$ cat config.mk
export PLATFORM = sky130hd
export DESIGN_NAME = cpu_core
export DESIGN_NICKNAME = d
export VERILOG_FILES = /design/src/rtl/cpu_isa_pkg.sv /design/src/rtl/cpu_pipe_pkg.sv /design/src/rtl/cpu_core.sv /design/src/rtl/cpu_decode.sv /design/src/rtl/cpu_exec.sv /design/src/rtl/cpu_fetch.sv /design/src/rtl/cpu_memory.sv /design/src/rtl/cpu_regfile.sv
export VERILOG_INCLUDE_DIRS = /design/src /design/src/rtl
export SDC_FILE = /design/constraint.sdc
export NUM_CORES = 2
export LEC_CHECK = 0
export BUFFER_PORTS_ARGS = -buffer_cell sky130_fd_sc_hd__buf_2
export CORE_MARGIN = 2
export CORE_UTILIZATION = 30
export DETAILED_ROUTE_END_ITERATION = 10
export GPL_TIMING_DRIVEN = 0
export PLACE_DENSITY = 0.48
export SYNTH_ARGS = -nofsm -noshare
export SYNTH_HDL_FRONTEND = slang
export SYNTH_SLANG_ARGS = --single-unit
$ cat constraint.sdc
create_clock -name clk -period 5.78 [get_ports clk]
set_input_delay 0.578 -clock clk [delete_from_list [all_inputs] [get_ports clk]]
set_output_delay 0.578 -clock clk [all_outputs]
set_load 0.02 [all_outputs]
$ cat src/rtl/cpu_defines.svh
`ifndef CPU_DEFINES_SVH
`define CPU_DEFINES_SVH

// machine word and register file size.
`define CPU_XLEN 32
`define CPU_NREGS 16

// word address width shared by both buses.
`define CPU_ADDR_W 30

`define CPU_RESET_PC 32'h0000_0000

// instruction field positions.
`define CPU_OP_MSB 31
`define CPU_OP_LSB 26
`define CPU_RD_LSB 22
`define CPU_RA_LSB 18
`define CPU_RB_LSB 14
`define CPU_IMM_W 16

`endif

$ cat src/rtl/cpu_isa_pkg.sv
`include "cpu_defines.svh"

package cpu_isa_pkg;

	typedef enum logic [5:0] {
		ADD   = 6'h00,
		SUB   = 6'h01,
		AND   = 6'h02,
		OR    = 6'h03,
		XOR   = 6'h04,
		ADDI  = 6'h05,
		MOVHI = 6'h06,
		LDW   = 6'h07,
		STW   = 6'h08,
		BEQZ  = 6'h09,
		JMP   = 6'h0a,
		HALT  = 6'h0b
	} opcode_e;

	typedef logic [3:0] reg_sel_t;

	typedef enum logic [2:0] {
		ALU_ADD    = 3'd0,
		ALU_SUB    = 3'd1,
		ALU_AND    = 3'd2,
		ALU_OR     = 3'd3,
		ALU_XOR    = 3'd4,
		ALU_PASS_B = 3'd5
	} alu_op_e;

	// raw fields; rb and imm overlap in the encoding.
	typedef struct packed {
		opcode_e op;
		reg_sel_t rd;
		reg_sel_t ra;
		reg_sel_t rb;
		logic [`CPU_IMM_W-1:0] imm;
	} instr_fields_t;

endpackage

$ cat src/rtl/cpu_pipe_pkg.sv
`include "cpu_defines.svh"

package cpu_pipe_pkg;

	typedef struct packed {
		logic valid;
		logic [`CPU_XLEN-1:0] instr;
		logic [`CPU_XLEN-1:0] pc_plus_4;
	} fd_t;

	typedef struct packed {
		logic valid;
		cpu_isa_pkg::reg_sel_t ra_sel;
		cpu_isa_pkg::reg_sel_t rb_sel;
		cpu_isa_pkg::reg_sel_t rd_sel;
		logic update_rd;
		cpu_isa_pkg::alu_op_e alu_op;
		logic op2_imm;
		logic [`CPU_XLEN-1:0] imm32;
		logic [`CPU_XLEN-1:0] pc_plus_4;
		logic mem_load;
		logic mem_store;
		logic is_branch_zero;
		logic is_jump;
		logic is_halt;
	} de_t;

	typedef struct packed {
		logic valid;
		logic [`CPU_XLEN-1:0] alu_out;
		logic [`CPU_XLEN-1:0] store_val;
		cpu_isa_pkg::reg_sel_t rd_sel;
		logic update_rd;
		logic mem_load;
		logic mem_store;
	} em_t;

	// also the register file write port.
	typedef struct packed {
		logic valid;
		logic [`CPU_XLEN-1:0] wr_val;
		cpu_isa_pkg::reg_sel_t rd_sel;
		logic update_rd;
	} mw_t;

endpackage

$ cat src/rtl/cpu_core.sv
`include "cpu_defines.svh"

module cpu_core (
	input  logic clk,
	input  logic i_rst,
	output logic o_running,
	output logic o_ibus_access,
	output logic [`CPU_ADDR_W-1:0] o_ibus_addr,
	input  logic [`CPU_XLEN-1:0] i_ibus_data,
	input  logic i_ibus_ack,
	output logic o_dbus_access,
	output logic [`CPU_ADDR_W-1:0] o_dbus_addr,
	output logic o_dbus_wr_en,
	output logic [`CPU_XLEN-1:0] o_dbus_wr_val,
	input  logic [`CPU_XLEN-1:0] i_dbus_data,
	input  logic i_dbus_ack
);

	cpu_pipe_pkg::fd_t fd;
	cpu_pipe_pkg::de_t de;
	cpu_pipe_pkg::em_t em;
	cpu_pipe_pkg::mw_t mw;
	cpu_isa_pkg::reg_sel_t d_ra_sel, d_rb_sel;
	cpu_isa_pkg::reg_sel_t e_ra_sel, e_rb_sel;
	cpu_isa_pkg::reg_sel_t rf_ra_sel, rf_rb_sel;
	logic [`CPU_XLEN-1:0] rf_ra, rf_rb, fwd_ra, fwd_rb;
	logic [`CPU_XLEN-1:0] branch_pc;
	logic branch_taken, halted, mem_stall, stall;

	assign stall = mem_stall | (o_ibus_access & ~i_ibus_ack);
	assign o_running = ~halted;

	// a frozen pipeline rereads the operands of the instruction in execute.
	assign rf_ra_sel = stall ? e_ra_sel : d_ra_sel;
	assign rf_rb_sel = stall ? e_rb_sel : d_rb_sel;

	cpu_fetch fetch (.clk(clk), .i_rst(i_rst), .i_stall(stall),
		.i_branch_taken(branch_taken), .i_branch_pc(branch_pc), .i_halted(halted),
		.o_ibus_access(o_ibus_access), .o_ibus_addr(o_ibus_addr),
		.i_ibus_data(i_ibus_data), .i_ibus_ack(i_ibus_ack), .o_fd(fd));

	cpu_decode decode (.clk(clk), .i_rst(i_rst), .i_stall(stall), .i_flush(branch_taken),
		.i_fd(fd), .o_ra_sel(d_ra_sel), .o_rb_sel(d_rb_sel), .o_de(de));

	cpu_exec exec (.clk(clk), .i_rst(i_rst), .i_stall(stall), .i_de(de),
		.i_ra(fwd_ra), .i_rb(fwd_rb), .o_branch_taken(branch_taken),
		.o_branch_pc(branch_pc), .o_halted(halted), .o_em(em));

	cpu_memory memory (.clk(clk), .i_rst(i_rst), .i_stall(stall), .i_em(em),
		.o_stall(mem_stall), .o_dbus_access(o_dbus_access), .o_dbus_addr(o_dbus_addr),
		.o_dbus_wr_en(o_dbus_wr_en), .o_dbus_wr_val(o_dbus_wr_val),
		.i_dbus_data(i_dbus_data), .i_dbus_ack(i_dbus_ack), .o_mw(mw));

	cpu_regfile regfile (.clk(clk), .i_rst(i_rst), .i_ra_sel(rf_ra_sel),
		.i_rb_sel(rf_rb_sel), .i_mw(mw), .o_ra(rf_ra), .o_rb(rf_rb));

	// selects of the instruction now in execute.
	always_ff @(posedge clk) begin
		if (i_rst) begin
			e_ra_sel <= '0;
			e_rb_sel <= '0;
		end else if (!stall) begin
			e_ra_sel <= d_ra_sel;
			e_rb_sel <= d_rb_sel;
		end
	end

	function automatic logic [`CPU_XLEN-1:0] fwd(input cpu_isa_pkg::reg_sel_t sel,
			input logic [`CPU_XLEN-1:0] rf_val);
		if (sel == '0)
			return rf_val;
		// youngest result wins.
		if (em.valid && em.update_rd && em.rd_sel == sel)
			return em.alu_out;
		if (mw.valid && mw.update_rd && mw.rd_sel == sel)
			return mw.wr_val;
		return rf_val;
	endfunction

	always_comb begin
		fwd_ra = fwd(e_ra_sel, rf_ra);
		fwd_rb = fwd(e_rb_sel, rf_rb);
	end

endmodule

$ cat src/rtl/cpu_decode.sv
`include "cpu_defines.svh"

module cpu_decode (
	input  logic clk,
	input  logic i_rst,
	input  logic i_stall,
	input  logic i_flush,
	input  cpu_pipe_pkg::fd_t i_fd,
	output cpu_isa_pkg::reg_sel_t o_ra_sel,
	output cpu_isa_pkg::reg_sel_t o_rb_sel,
	output cpu_pipe_pkg::de_t o_de
);

	cpu_isa_pkg::instr_fields_t f;
	cpu_pipe_pkg::de_t dec;

	always_comb begin
		f.op = cpu_isa_pkg::opcode_e'(i_fd.instr[`CPU_OP_MSB:`CPU_OP_LSB]);
		f.rd = i_fd.instr[`CPU_RD_LSB +: 4];
		f.ra = i_fd.instr[`CPU_RA_LSB +: 4];
		f.rb = i_fd.instr[`CPU_RB_LSB +: 4];
		f.imm = i_fd.instr[`CPU_IMM_W-1:0];
	end

	always_comb begin
		dec = '0;
		dec.valid = i_fd.valid;
		dec.ra_sel = f.ra;
		// stores take their data register from the rd field.
		dec.rb_sel = (f.op == cpu_isa_pkg::STW) ? f.rd : f.rb;
		dec.rd_sel = f.rd;
		dec.pc_plus_4 = i_fd.pc_plus_4;
		dec.alu_op = cpu_isa_pkg::ALU_ADD;
		if (f.op == cpu_isa_pkg::MOVHI)
			dec.imm32 = {f.imm, 16'h0000};
		else
			dec.imm32 = {{16{f.imm[15]}}, f.imm};
		case (f.op)
			cpu_isa_pkg::ADD: dec.update_rd = 1'b1;
			cpu_isa_pkg::SUB: begin
				dec.alu_op = cpu_isa_pkg::ALU_SUB;
				dec.update_rd = 1'b1;
			end
			cpu_isa_pkg::AND: begin
				dec.alu_op = cpu_isa_pkg::ALU_AND;
				dec.update_rd = 1'b1;
			end
			cpu_isa_pkg::OR: begin
				dec.alu_op = cpu_isa_pkg::ALU_OR;
				dec.update_rd = 1'b1;
			end
			cpu_isa_pkg::XOR: begin
				dec.alu_op = cpu_isa_pkg::ALU_XOR;
				dec.update_rd = 1'b1;
			end
			cpu_isa_pkg::ADDI: begin
				dec.op2_imm = 1'b1;
				dec.update_rd = 1'b1;
			end
			cpu_isa_pkg::MOVHI: begin
				dec.alu_op = cpu_isa_pkg::ALU_PASS_B;
				dec.op2_imm = 1'b1;
				dec.update_rd = 1'b1;
			end
			cpu_isa_pkg::LDW: begin
				dec.op2_imm = 1'b1;
				dec.update_rd = 1'b1;
				dec.mem_load = 1'b1;
			end
			cpu_isa_pkg::STW: begin
				dec.op2_imm = 1'b1;
				dec.mem_store = 1'b1;
			end
			cpu_isa_pkg::BEQZ: dec.is_branch_zero = 1'b1;
			cpu_isa_pkg::JMP: dec.is_jump = 1'b1;
			cpu_isa_pkg::HALT: dec.is_halt = 1'b1;
			default: dec.update_rd = 1'b0;
		endcase
	end

	assign o_ra_sel = dec.ra_sel;
	assign o_rb_sel = dec.rb_sel;

	always_ff @(posedge clk) begin
		if (i_rst) begin
			o_de <= '0;
		end else if (!i_stall) begin
			o_de <= dec;
			o_de.valid <= dec.valid & ~i_flush;
		end
	end

	a_known_op: assert property (@(posedge clk) disable iff (i_rst)
		i_fd.valid |-> i_fd.instr[`CPU_OP_MSB:`CPU_OP_LSB] <= 6'(cpu_isa_pkg::HALT));

endmodule

$ cat src/rtl/cpu_exec.sv
`include "cpu_defines.svh"

module cpu_exec (
	input  logic clk,
	input  logic i_rst,
	input  logic i_stall,
	input  cpu_pipe_pkg::de_t i_de,
	input  logic [`CPU_XLEN-1:0] i_ra,
	input  logic [`CPU_XLEN-1:0] i_rb,
	output logic o_branch_taken,
	output logic [`CPU_XLEN-1:0] o_branch_pc,
	output logic o_halted,
	output cpu_pipe_pkg::em_t o_em
);

	logic live;
	logic [`CPU_XLEN-1:0] op_b;
	logic [`CPU_XLEN-1:0] alu_out;

	// nothing behind a halt is allowed to execute.
	assign live = i_de.valid & ~o_halted;
	assign op_b = i_de.op2_imm ? i_de.imm32 : i_rb;

	always_comb begin
		case (i_de.alu_op)
			cpu_isa_pkg::ALU_ADD: alu_out = i_ra + op_b;
			cpu_isa_pkg::ALU_SUB: alu_out = i_ra - op_b;
			cpu_isa_pkg::ALU_AND: alu_out = i_ra & op_b;
			cpu_isa_pkg::ALU_OR: alu_out = i_ra | op_b;
			cpu_isa_pkg::ALU_XOR: alu_out = i_ra ^ op_b;
			cpu_isa_pkg::ALU_PASS_B: alu_out = op_b;
			default: alu_out = '0;
		endcase
	end

	assign o_branch_pc = i_de.pc_plus_4 + {i_de.imm32[`CPU_XLEN-3:0], 2'b00};
	assign o_branch_taken = live &
		(i_de.is_jump | (i_de.is_branch_zero & (i_ra == '0)));

	always_ff @(posedge clk) begin
		if (i_rst) begin
			o_halted <= 1'b0;
			o_em.valid <= 1'b0;
			o_em.update_rd <= 1'b0;
			o_em.mem_load <= 1'b0;
			o_em.mem_store <= 1'b0;
		end else if (!i_stall) begin
			o_halted <= o_halted | (live & i_de.is_halt);
			o_em.valid <= live;
			o_em.update_rd <= live & i_de.update_rd;
			o_em.mem_load <= live & i_de.mem_load;
			o_em.mem_store <= live & i_de.mem_store;
		end
	end

	always_ff @(posedge clk) begin
		if (!i_stall) begin
			o_em.alu_out <= alu_out;
			o_em.store_val <= i_rb;
			o_em.rd_sel <= i_de.rd_sel;
		end
	end

endmodule

$ cat src/rtl/cpu_fetch.sv
`include "cpu_defines.svh"

module cpu_fetch (
	input  logic clk,
	input  logic i_rst,
	input  logic i_stall,
	input  logic i_branch_taken,
	input  logic [`CPU_XLEN-1:0] i_branch_pc,
	input  logic i_halted,
	output logic o_ibus_access,
	output logic [`CPU_ADDR_W-1:0] o_ibus_addr,
	input  logic [`CPU_XLEN-1:0] i_ibus_data,
	input  logic i_ibus_ack,
	output cpu_pipe_pkg::fd_t o_fd
);

	logic [`CPU_XLEN-1:0] fetch_pc;
	logic [`CPU_XLEN-1:0] held_word;
	logic [`CPU_XLEN-1:0] held_pc4;
	logic held;
	logic got;

	assign got = o_ibus_access & i_ibus_ack;
	assign o_ibus_addr = fetch_pc[`CPU_XLEN-1:2];

	always_ff @(posedge clk) begin
		if (i_rst) begin
			fetch_pc <= `CPU_RESET_PC;
			o_ibus_access <= 1'b0;
			held <= 1'b0;
			o_fd <= '0;
		end else if (!i_stall) begin
			held <= 1'b0;
			// a word arriving with a redirect is dropped.
			o_fd.valid <= (held | got) & ~i_branch_taken;
			o_fd.instr <= held ? held_word : i_ibus_data;
			o_fd.pc_plus_4 <= held ? held_pc4 : fetch_pc + 32'd4;
			o_ibus_access <= ~i_halted;
			if (i_branch_taken)
				fetch_pc <= i_branch_pc;
			else if (got)
				fetch_pc <= fetch_pc + 32'd4;
		end else if (got) begin
			// pipeline frozen by the data bus; park the word.
			held <= 1'b1;
			fetch_pc <= fetch_pc + 32'd4;
			o_ibus_access <= 1'b0;
		end else if (!o_ibus_access && !held) begin
			o_ibus_access <= ~i_halted;
		end
	end

	always_ff @(posedge clk) begin
		if (i_stall && got) begin
			held_word <= i_ibus_data;
			held_pc4 <= fetch_pc + 32'd4;
		end
	end

	a_addr_stable: assert property (@(posedge clk) disable iff (i_rst)
		o_ibus_access && !i_ibus_ack |=> o_ibus_access && $stable(o_ibus_addr));

endmodule

$ cat src/rtl/cpu_memory.sv
`include "cpu_defines.svh"

module cpu_memory (
	input  logic clk,
	input  logic i_rst,
	input  logic i_stall,
	input  cpu_pipe_pkg::em_t i_em,
	output logic o_stall,
	output logic o_dbus_access,
	output logic [`CPU_ADDR_W-1:0] o_dbus_addr,
	output logic o_dbus_wr_en,
	output logic [`CPU_XLEN-1:0] o_dbus_wr_val,
	input  logic [`CPU_XLEN-1:0] i_dbus_data,
	input  logic i_dbus_ack,
	output cpu_pipe_pkg::mw_t o_mw
);

	logic done;
	logic [`CPU_XLEN-1:0] ld_buf;

	// done blocks a second access while fetch still holds the pipeline.
	assign o_dbus_access = i_em.valid & (i_em.mem_load | i_em.mem_store) & ~done;
	assign o_dbus_addr = i_em.alu_out[`CPU_XLEN-1:2];
	assign o_dbus_wr_en = i_em.mem_store;
	assign o_dbus_wr_val = i_em.store_val;
	assign o_stall = o_dbus_access & ~i_dbus_ack;

	always_ff @(posedge clk) begin
		if (i_rst) begin
			done <= 1'b0;
			o_mw.valid <= 1'b0;
			o_mw.update_rd <= 1'b0;
		end else if (i_stall) begin
			if (o_dbus_access && i_dbus_ack)
				done <= 1'b1;
		end else begin
			done <= 1'b0;
			o_mw.valid <= i_em.valid;
			o_mw.update_rd <= i_em.valid & i_em.update_rd;
		end
	end

	always_ff @(posedge clk) begin
		if (i_stall && o_dbus_access && i_dbus_ack)
			ld_buf <= i_dbus_data;
		if (!i_stall) begin
			o_mw.rd_sel <= i_em.rd_sel;
			if (i_em.mem_load)
				o_mw.wr_val <= done ? ld_buf : i_dbus_data;
			else
				o_mw.wr_val <= i_em.alu_out;
		end
	end

	a_one_access: assert property (@(posedge clk) disable iff (i_rst)
		o_dbus_access && !i_dbus_ack |=> o_dbus_access && $stable(o_dbus_addr)
			&& $stable(o_dbus_wr_en));

endmodule

$ cat src/rtl/cpu_regfile.sv
`include "cpu_defines.svh"

module cpu_regfile (
	input  logic clk,
	input  logic i_rst,
	input  cpu_isa_pkg::reg_sel_t i_ra_sel,
	input  cpu_isa_pkg::reg_sel_t i_rb_sel,
	input  cpu_pipe_pkg::mw_t i_mw,
	output logic [`CPU_XLEN-1:0] o_ra,
	output logic [`CPU_XLEN-1:0] o_rb
);

	logic [`CPU_XLEN-1:0] regs [`CPU_NREGS];
	logic wr;

	assign wr = i_mw.valid & i_mw.update_rd & (i_mw.rd_sel != '0);

	function automatic logic [`CPU_XLEN-1:0] rd_port(input cpu_isa_pkg::reg_sel_t sel);
		if (sel == '0)
			return '0;
		// same-cycle write passes through.
		if (wr && i_mw.rd_sel == sel)
			return i_mw.wr_val;
		return regs[sel];
	endfunction

	always_ff @(posedge clk) begin
		if (wr)
			regs[i_mw.rd_sel] <= i_mw.wr_val;
	end

	always_ff @(posedge clk) begin
		if (i_rst) begin
			o_ra <= '0;
			o_rb <= '0;
		end else begin
			o_ra <= rd_port(i_ra_sel);
			o_rb <= rd_port(i_rb_sel);
		end
	end

endmodule

# ---- Word level (Yosys, flattened, before mapping)
# Memory sizes are Yosys's and may differ from the RTL's.
# Cells that the tools add are included.
dict set report word_totals {
  input_bits 68
  memories 1
  ram_bits 512
  regBits 458
  elab_cells 191
}
# name words width read_ports rd_ports_with_merged_regs wr line
set memory_table {}
lappend memory_table {regfile.regs 16 32 2 0 1 cpu_regfile.sv:13} ;# logic [`CPU_XLEN-1:0] regs [`CPU_NREGS];
dict set report classes {
  n_bitwise 31
  reduce_logical 26
  mux 68
  eq_ne 23
  addsub 4
}
# operator n
set ops {}
lappend ops {{32-bit 2-to-1 mux} 28}
lappend ops {{32-bit one-hot mux with 6 select lines} 1}
lappend ops {{32-bit adder} 2}
lappend ops {{1-bit 2-to-1 mux} 34}
lappend ops {{32-bit by 3-bit adder with 32-bit output (second input constant)} 1}
lappend ops {{32-bit AND} 1}
lappend ops {{32-bit zero test} 1}
lappend ops {{32-bit bitwise OR} 1}
lappend ops {{32-bit subtractor} 1}
lappend ops {{32-bit bitwise XOR} 1}
lappend ops {{31-bit 2-to-1 mux} 1}
lappend ops {{4-bit == test} 6}
lappend ops {{6-bit by 3-bit == test with 1-bit output (second input constant)} 4}
lappend ops {{6-bit by 4-bit == test with 1-bit output (second input constant)} 4}
lappend ops {{1-bit AND} 17}
lappend ops {{4-bit zero test} 4}
lappend ops {{3-bit one-hot mux with 5 select lines} 1}
lappend ops {{1-bit logical AND} 13}
lappend ops {{6-bit by 2-bit == test with 1-bit output (second input constant)} 2}
lappend ops {{4-bit 2-to-1 mux} 3}
lappend ops {{8-bit OR reduction} 1}
lappend ops {{3-bit by 2-bit == test with 1-bit output (second input constant)} 2}
lappend ops {{3-bit == test (second input constant)} 2}
lappend ops {{6-bit by 1-bit == test with 1-bit output (second input constant)} 1}
lappend ops {{other kinds (10)} 20}

# ---- Logic depth before layout (Yosys ltp)
dict set report depth {
  word_depth 15
  mapped_depth 28
  depth_no_buf 26
}

# ---- By module
# Synthesis repeated with hierarchy kept, for this count alone.
dict set report hier_totals {
  hier_cells 3783
  area_unflattened_um2 49876.6
}
# mod area_per_inst_um2 cells_per_inst n_inst
set modules_own_cells {}
lappend modules_own_cells {cpu_regfile 25451.9 1236 1}
lappend modules_own_cells {cpu_exec 8488.1 971 1}
lappend modules_own_cells {cpu_fetch 7333.3 736 1}
lappend modules_own_cells {cpu_decode 3443.3 373 1}
lappend modules_own_cells {cpu_memory 3360.7 255 1}
lappend modules_own_cells {cpu_core 1799.2 212 1}

# ---- Worst setup path after synthesis
# OpenSTA, ideal clock, no wires.
dict set report synth_timing {
  path_kind {register to register}
  startpoint {reg exec.o_em[0] (netlist name)}
  endpoint {reg fetch.held_pc4[10], enable pin}
  n_path_buf 0
  path_slack_ns 0.039
  setup_ns 0.559
  synth_period_minus_slack_ns 5.741
  arrival_time_ns 5.183
  required_time_ns 5.221
  path_stages_with_launch 4
  path_cell_list {dfxtp_1 -> nor2_1 -> or3_1 -> nor3_1}
}
dict set report synth_between {
  elab_chain_cells 6
}
# item line
set synth_lines {}
lappend synth_lines {{start: declaration} cpu_exec.sv:13} ;# output cpu_pipe_pkg::em_t o_em
lappend synth_lines {{1-bit bitwise OR} cpu_memory.sv:22} ;# assign o_dbus_access = i_em.valid & (i_em.mem_load | i_em.mem_store) & ~done;
lappend synth_lines {{1-bit AND (2 in a row)} cpu_memory.sv:22}
lappend synth_lines {{1-bit AND} cpu_memory.sv:26} ;# assign o_stall = o_dbus_access & ~i_dbus_ack;
lappend synth_lines {{1-bit bitwise OR} cpu_core.sv:30} ;# assign stall = mem_stall | (o_ibus_access & ~i_ibus_ack);
lappend synth_lines {{1-bit logical AND} cpu_fetch.sv:54} ;# if (i_stall && got) begin
lappend synth_lines {{end signal: assignment} cpu_fetch.sv:56} ;# held_pc4 <= fetch_pc + 32'd4;
lappend synth_lines {{end: declaration} cpu_fetch.sv:19} ;# logic [`CPU_XLEN-1:0] held_pc4;
# Every way passes these cells.
# A chain may end at the register's enable or synchronous reset.

# ---- Worst setup path in the final report
dict set report layout_timing {
  startpoint {reg exec.o_em[6] (netlist name)}
  endpoint {reg exec.o_em[70] (netlist name) (data pin)}
}
dict set report layout_between {
  elab_chain_cells 10
}
# item line
set layout_lines {}
lappend layout_lines {{4-bit == test} cpu_core.sv:73} ;# if (em.valid && em.update_rd && em.rd_sel == sel)
lappend layout_lines {{1-bit logical AND} cpu_core.sv:73}
lappend layout_lines {{32-bit 2-to-1 mux} cpu_core.sv:73}
lappend layout_lines {{32-bit 2-to-1 mux} cpu_core.sv:75} ;# if (mw.valid && mw.update_rd && mw.rd_sel == sel)
lappend layout_lines {{32-bit 2-to-1 mux} cpu_core.sv:77} ;# return rf_val;
lappend layout_lines {{32-bit 2-to-1 mux} cpu_core.sv:75}
lappend layout_lines {{32-bit 2-to-1 mux} cpu_core.sv:73}
lappend layout_lines {{32-bit 2-to-1 mux} cpu_exec.sv:22} ;# assign op_b = i_de.op2_imm ? i_de.imm32 : i_rb;
lappend layout_lines {{32-bit subtractor (tied with other cells)} cpu_exec.sv:27} ;# cpu_isa_pkg::ALU_SUB: alu_out = i_ra - op_b;
lappend layout_lines {{32-bit one-hot mux with 6 select lines (*)} cpu_exec.sv:25} ;# case (i_de.alu_op)
lappend layout_lines {{via exec.alu_out[31]} cpu_exec.sv:18} ;# logic [`CPU_XLEN-1:0] alu_out;
# The timed path passes the listed nets; every way through them passes the cells marked *. The select of a mux whose other input is x is not followed.

==> results.sh <==
export IMPL_outcome="finished with violations"
export IMPL_violations="negative setup slack"
export IMPL_finalClockSkew_ps=73.0
export IMPL_final_core_util_pct=35.7
export IMPL_cp_start_kind="flip-flop"
export IMPL_fin_area_um2=59600
export IMPL_min_period_ps=5820
export IMPL_cts_root_buffer="clkbuf_16"
export IMPL_die_w_um=414
export IMPL_hpwl_um=156000
export IMPL_drtIter0Drc=4638
export IMPL_grt_usage_pct=23.2
export IMPL_setup_violations=1
export IMPL_placed_area_um2=54900
export IMPL_ys_ff_latch=962
export IMPL_hold_viol=0
export IMPL_grt_pass1_vias=40200
export IMPL_antenna_found_initial=5
export IMPL_synth_edff_count=710
export IMPL_grt_max_degree=57
export IMPL_arrival_ps=6450
export IMPL_hp_class="input pin to flip-flop"
export IMPL_power_mw=21.2
export IMPL_syn_inst=4697
export IMPL_cts_tree="built"
export IMPL_p_int_mw=14.1
export IMPL_fin_cells=7407
export IMPL_grt_pass1_wl_um=290000
export IMPL_slew_violations=0
export IMPL_clkPwrFrac_pct=33.5
export IMPL_final_cell_mix="nand2_1, edfxtp_1, nand3_1"
export IMPL_hp_start="i_ibus_data[31]"
export IMPL_area_growth_pct=18.2
export IMPL_r2r_cells=27
export IMPL_p_comb_share_pct=21.3
export IMPL_slowest_stage="edfxtp_1"
export IMPL_io_buffers=163
export IMPL_timing_hold_ws_ps=33.9
export IMPL_avgRoutedWirePerCell_um=27.7
export IMPL_dp_slack_ps=-2400
export IMPL_worst_slack_ps=-41.1
export IMPL_wl_um=205000
export IMPL_fmax_mhz=172
export IMPL_ir_drop_mv=0.245
export IMPL_rsz0062_at_grt="yes"
export IMPL_dieArea_um2=171000
export IMPL_vias=41000
export IMPL_min_path_cells=1
export IMPL_clk_latency_ps=750
export IMPL_synth_ff_type="edfxtp_1"
export IMPL_p_seq_share_pct=45.2
export IMPL_avgSynthCellArea_um2=10.7
export IMPL_drt_pass1_iter_count=8
export IMPL_power_share_switching_pct=33.5
export IMPL_drive_gt1_share_pct=16.4
export IMPL_yosysWarnings=0
export IMPL_vias_per_cell=5.53
export IMPL_start_util_pct=30.2
export IMPL_overflow=0
export IMPL_die_h_um=414
export IMPL_synthArstFlopShare_pct=0
export IMPL_reg2reg_to="exec.o_em[70]"
export IMPL_placed_cells=7141
export IMPL_final_common_cell="nand2_1"
export IMPL_cts_buffer_depth=3
export IMPL_fin_crit_sh_pct=101
export IMPL_fin_nets=5307
export IMPL_drv_cap=0
export IMPL_fp_coreArea_um2=167000
export IMPL_switchingPower_mw=7.09
export IMPL_final_setup_tns_ps=-41.1
export IMPL_path_max_fanout=7
export IMPL_placementRows=150
export IMPL_cp_end_kind="flip-flop"
export IMPL_ff2ff_setup_slack_ps=-40
export IMPL_min_to="fetch.held_word[31]"
export IMPL_yosysUniqueCellTypes=96
export IMPL_io_pins=164
export IMPL_clkSinkCount=962
export IMPL_ant_nets=0
export IMPL_p_leak_nw=22.1
export IMPL_powerDensity_nw_per_um2=355
export IMPL_slowest_delay_ps=470
export IMPL_crit_required_ps=6400
export IMPL_tightestPinTransition_ps=1320
export IMPL_slew_headroom_pct=9.74
export IMPL_cts_max_level=3
export IMPL_cts_made_buffers=110
export IMPL_routabilityCongestion=0.964
export IMPL_crit_type="flip-flop to flip-flop"
export IMPL_clk_pin_slew_ps=70
export IMPL_yosysSeqAreaShare_pct=52.3
export IMPL_antenna_cells=0
export IMPL_r2r_start="exec.o_em[6]"
export IMPL_drc=0
export IMPL_syn_cell_area_um2=50400
[logic make-up after synthesis]
family                   after synthesis  share of synthesized area [%]
adder cells (fa/ha/maj)              128                           3.21
AO/OA/AOI/OAI                        876                           12.1
other                                  1                        0.00743
AND/OR/NAND/NOR                     1701                           15.2
buffers and inverters                533                           4.64
multiplexers                         347                           10.1
XOR/XNOR                             149                           2.59
flip-flops                           962                           52.3
[repair_timing]
action / CTS / global route
setup buffers: 24 / 25
hold buffers: 13 / 0
gates resized for setup: 91 / 51
pin swaps: 18 / 44
hold endpoints to repair: 13 / 0
gates cloned: 1 / 0
endpoints found under the setup margin: 26 / 14
[flip-flops by register name (all words and copies together) (netlist names), 4 cells and up]
register	cells
decode.o_de	77
e_ra_sel	4
e_rb_sel	4
exec.o_em	72
fetch.fetch_pc	30
fetch.held_pc4	30
fetch.held_word	32
fetch.o_fd	63
memory.ld_buf	32
memory.o_mw	38
regfile.o_ra	32
regfile.o_rb	32
regfile.regs	512
[worst max path at each step]
stage | start | depth (start not counted) | endpoint
after floorplan | exec.o_em[0] | 3 | fetch.held_pc4[10]
after global placement | i_ibus_ack | 4 | fetch.held_word[9]
after detailed placement | e_rb_sel[0] | 27 | exec.o_em[70]
after CTS | exec.o_em[6] | 28 | exec.o_em[70]
after global routing | memory.o_mw[2] | 27 | exec.o_em[70]
final | exec.o_em[6] | 27 | exec.o_em[70]
[synthesized netlist by cell type, types with 23 or more instances]
| cell | number | share of area (%) |
|---|---|---|
| nand2_1 | 771 | 5.7 |
| edfxtp_1 | 710 | 42 |
| nand3_1 | 300 | 3.0 |
| nor2_1 | 291 | 2.2 |
| a21oi_1 | 260 | 2.6 |
| dfxtp_1 | 252 | 10 |
| clkbuf_1 | 237 | 1.8 |
| mux2i_1 | 214 | 4.2 |
| mux4_2 | 128 | 5.7 |
| inv_1 | 127 | 0.95 |
| ha_1 | 126 | 3.1 |
| xnor2_1 | 108 | 1.9 |
| o21ai_0 | 83 | 0.82 |
| a211oi_1 | 81 | 1.2 |
| nor3_1 | 74 | 0.73 |
| buf_4 | 68 | 1.0 |
| buf_2 | 67 | 0.66 |
| a311oi_1 | 66 | 1.1 |
| and3_1 | 47 | 0.58 |
| xor2_1 | 41 | 0.71 |
| nor4_1 | 40 | 0.50 |
| o22ai_1 | 39 | 0.48 |
| nand2b_1 | 37 | 0.46 |
| a21o_1 | 33 | 0.49 |
| a311o_1 | 32 | 0.64 |
| o31ai_1 | 32 | 0.48 |
| a31oi_1 | 31 | 0.38 |
| o211ai_1 | 30 | 0.45 |
| buf_1 | 29 | 0.22 |
| a22oi_1 | 28 | 0.42 |
| o22a_1 | 23 | 0.40 |
| or3_1 | 23 | 0.29 |
[worst max-delay path, delay by kind of cell (launching register included)]
kind                       cells  cell delay (ps)
DFF                            1              470
adders and majority gates      2              510
and+or+nand+nor                8             1380
buffers and inverters          3              340
xor gates and xnor gates       2              280
AOI/OAI and AO/OA             12             2700
[power groups by stage]
stage	Sequential, mW	Combinational [mW]	Clock (mW)
CTS	9.53	4.32	7.19
global route	9.59	4.79	7.45
detailed placement	9.66	4.17	0
finish	9.58	4.50	7.10
global placement	9.65	4.13	0
floorplan	8.90	2.76	0
[layer usage]
| layer | GRT usage [%] | up-vias | share of wire [%] |
|---|---|---|---|
| li1 | - | 18200 | - |
| met5 | 0 | - | 0 |
| met3 | 2.79 | 427 | 7.0 |
| met2 | 38.2 | 1892 | 47 |
| met1 | 30.1 | 20500 | 41 |
| met4 | 11.3 | 0 | 5.4 |
[cell type report]
class | instances | area [um2]
well taps | 2204 | 2760
multi-input cells | 3234 | 22500
plain buffers | 400 | 1910
inverters | 132 | 495
clock inverters | 55 | 554
fillers | 16700 | 107000
clock buffers | 149 | 3040
flip-flops and latches | 962 | 26400
repair buffers | 271 | 1970
No activity file was read; power rests on OpenSTA's default activity.
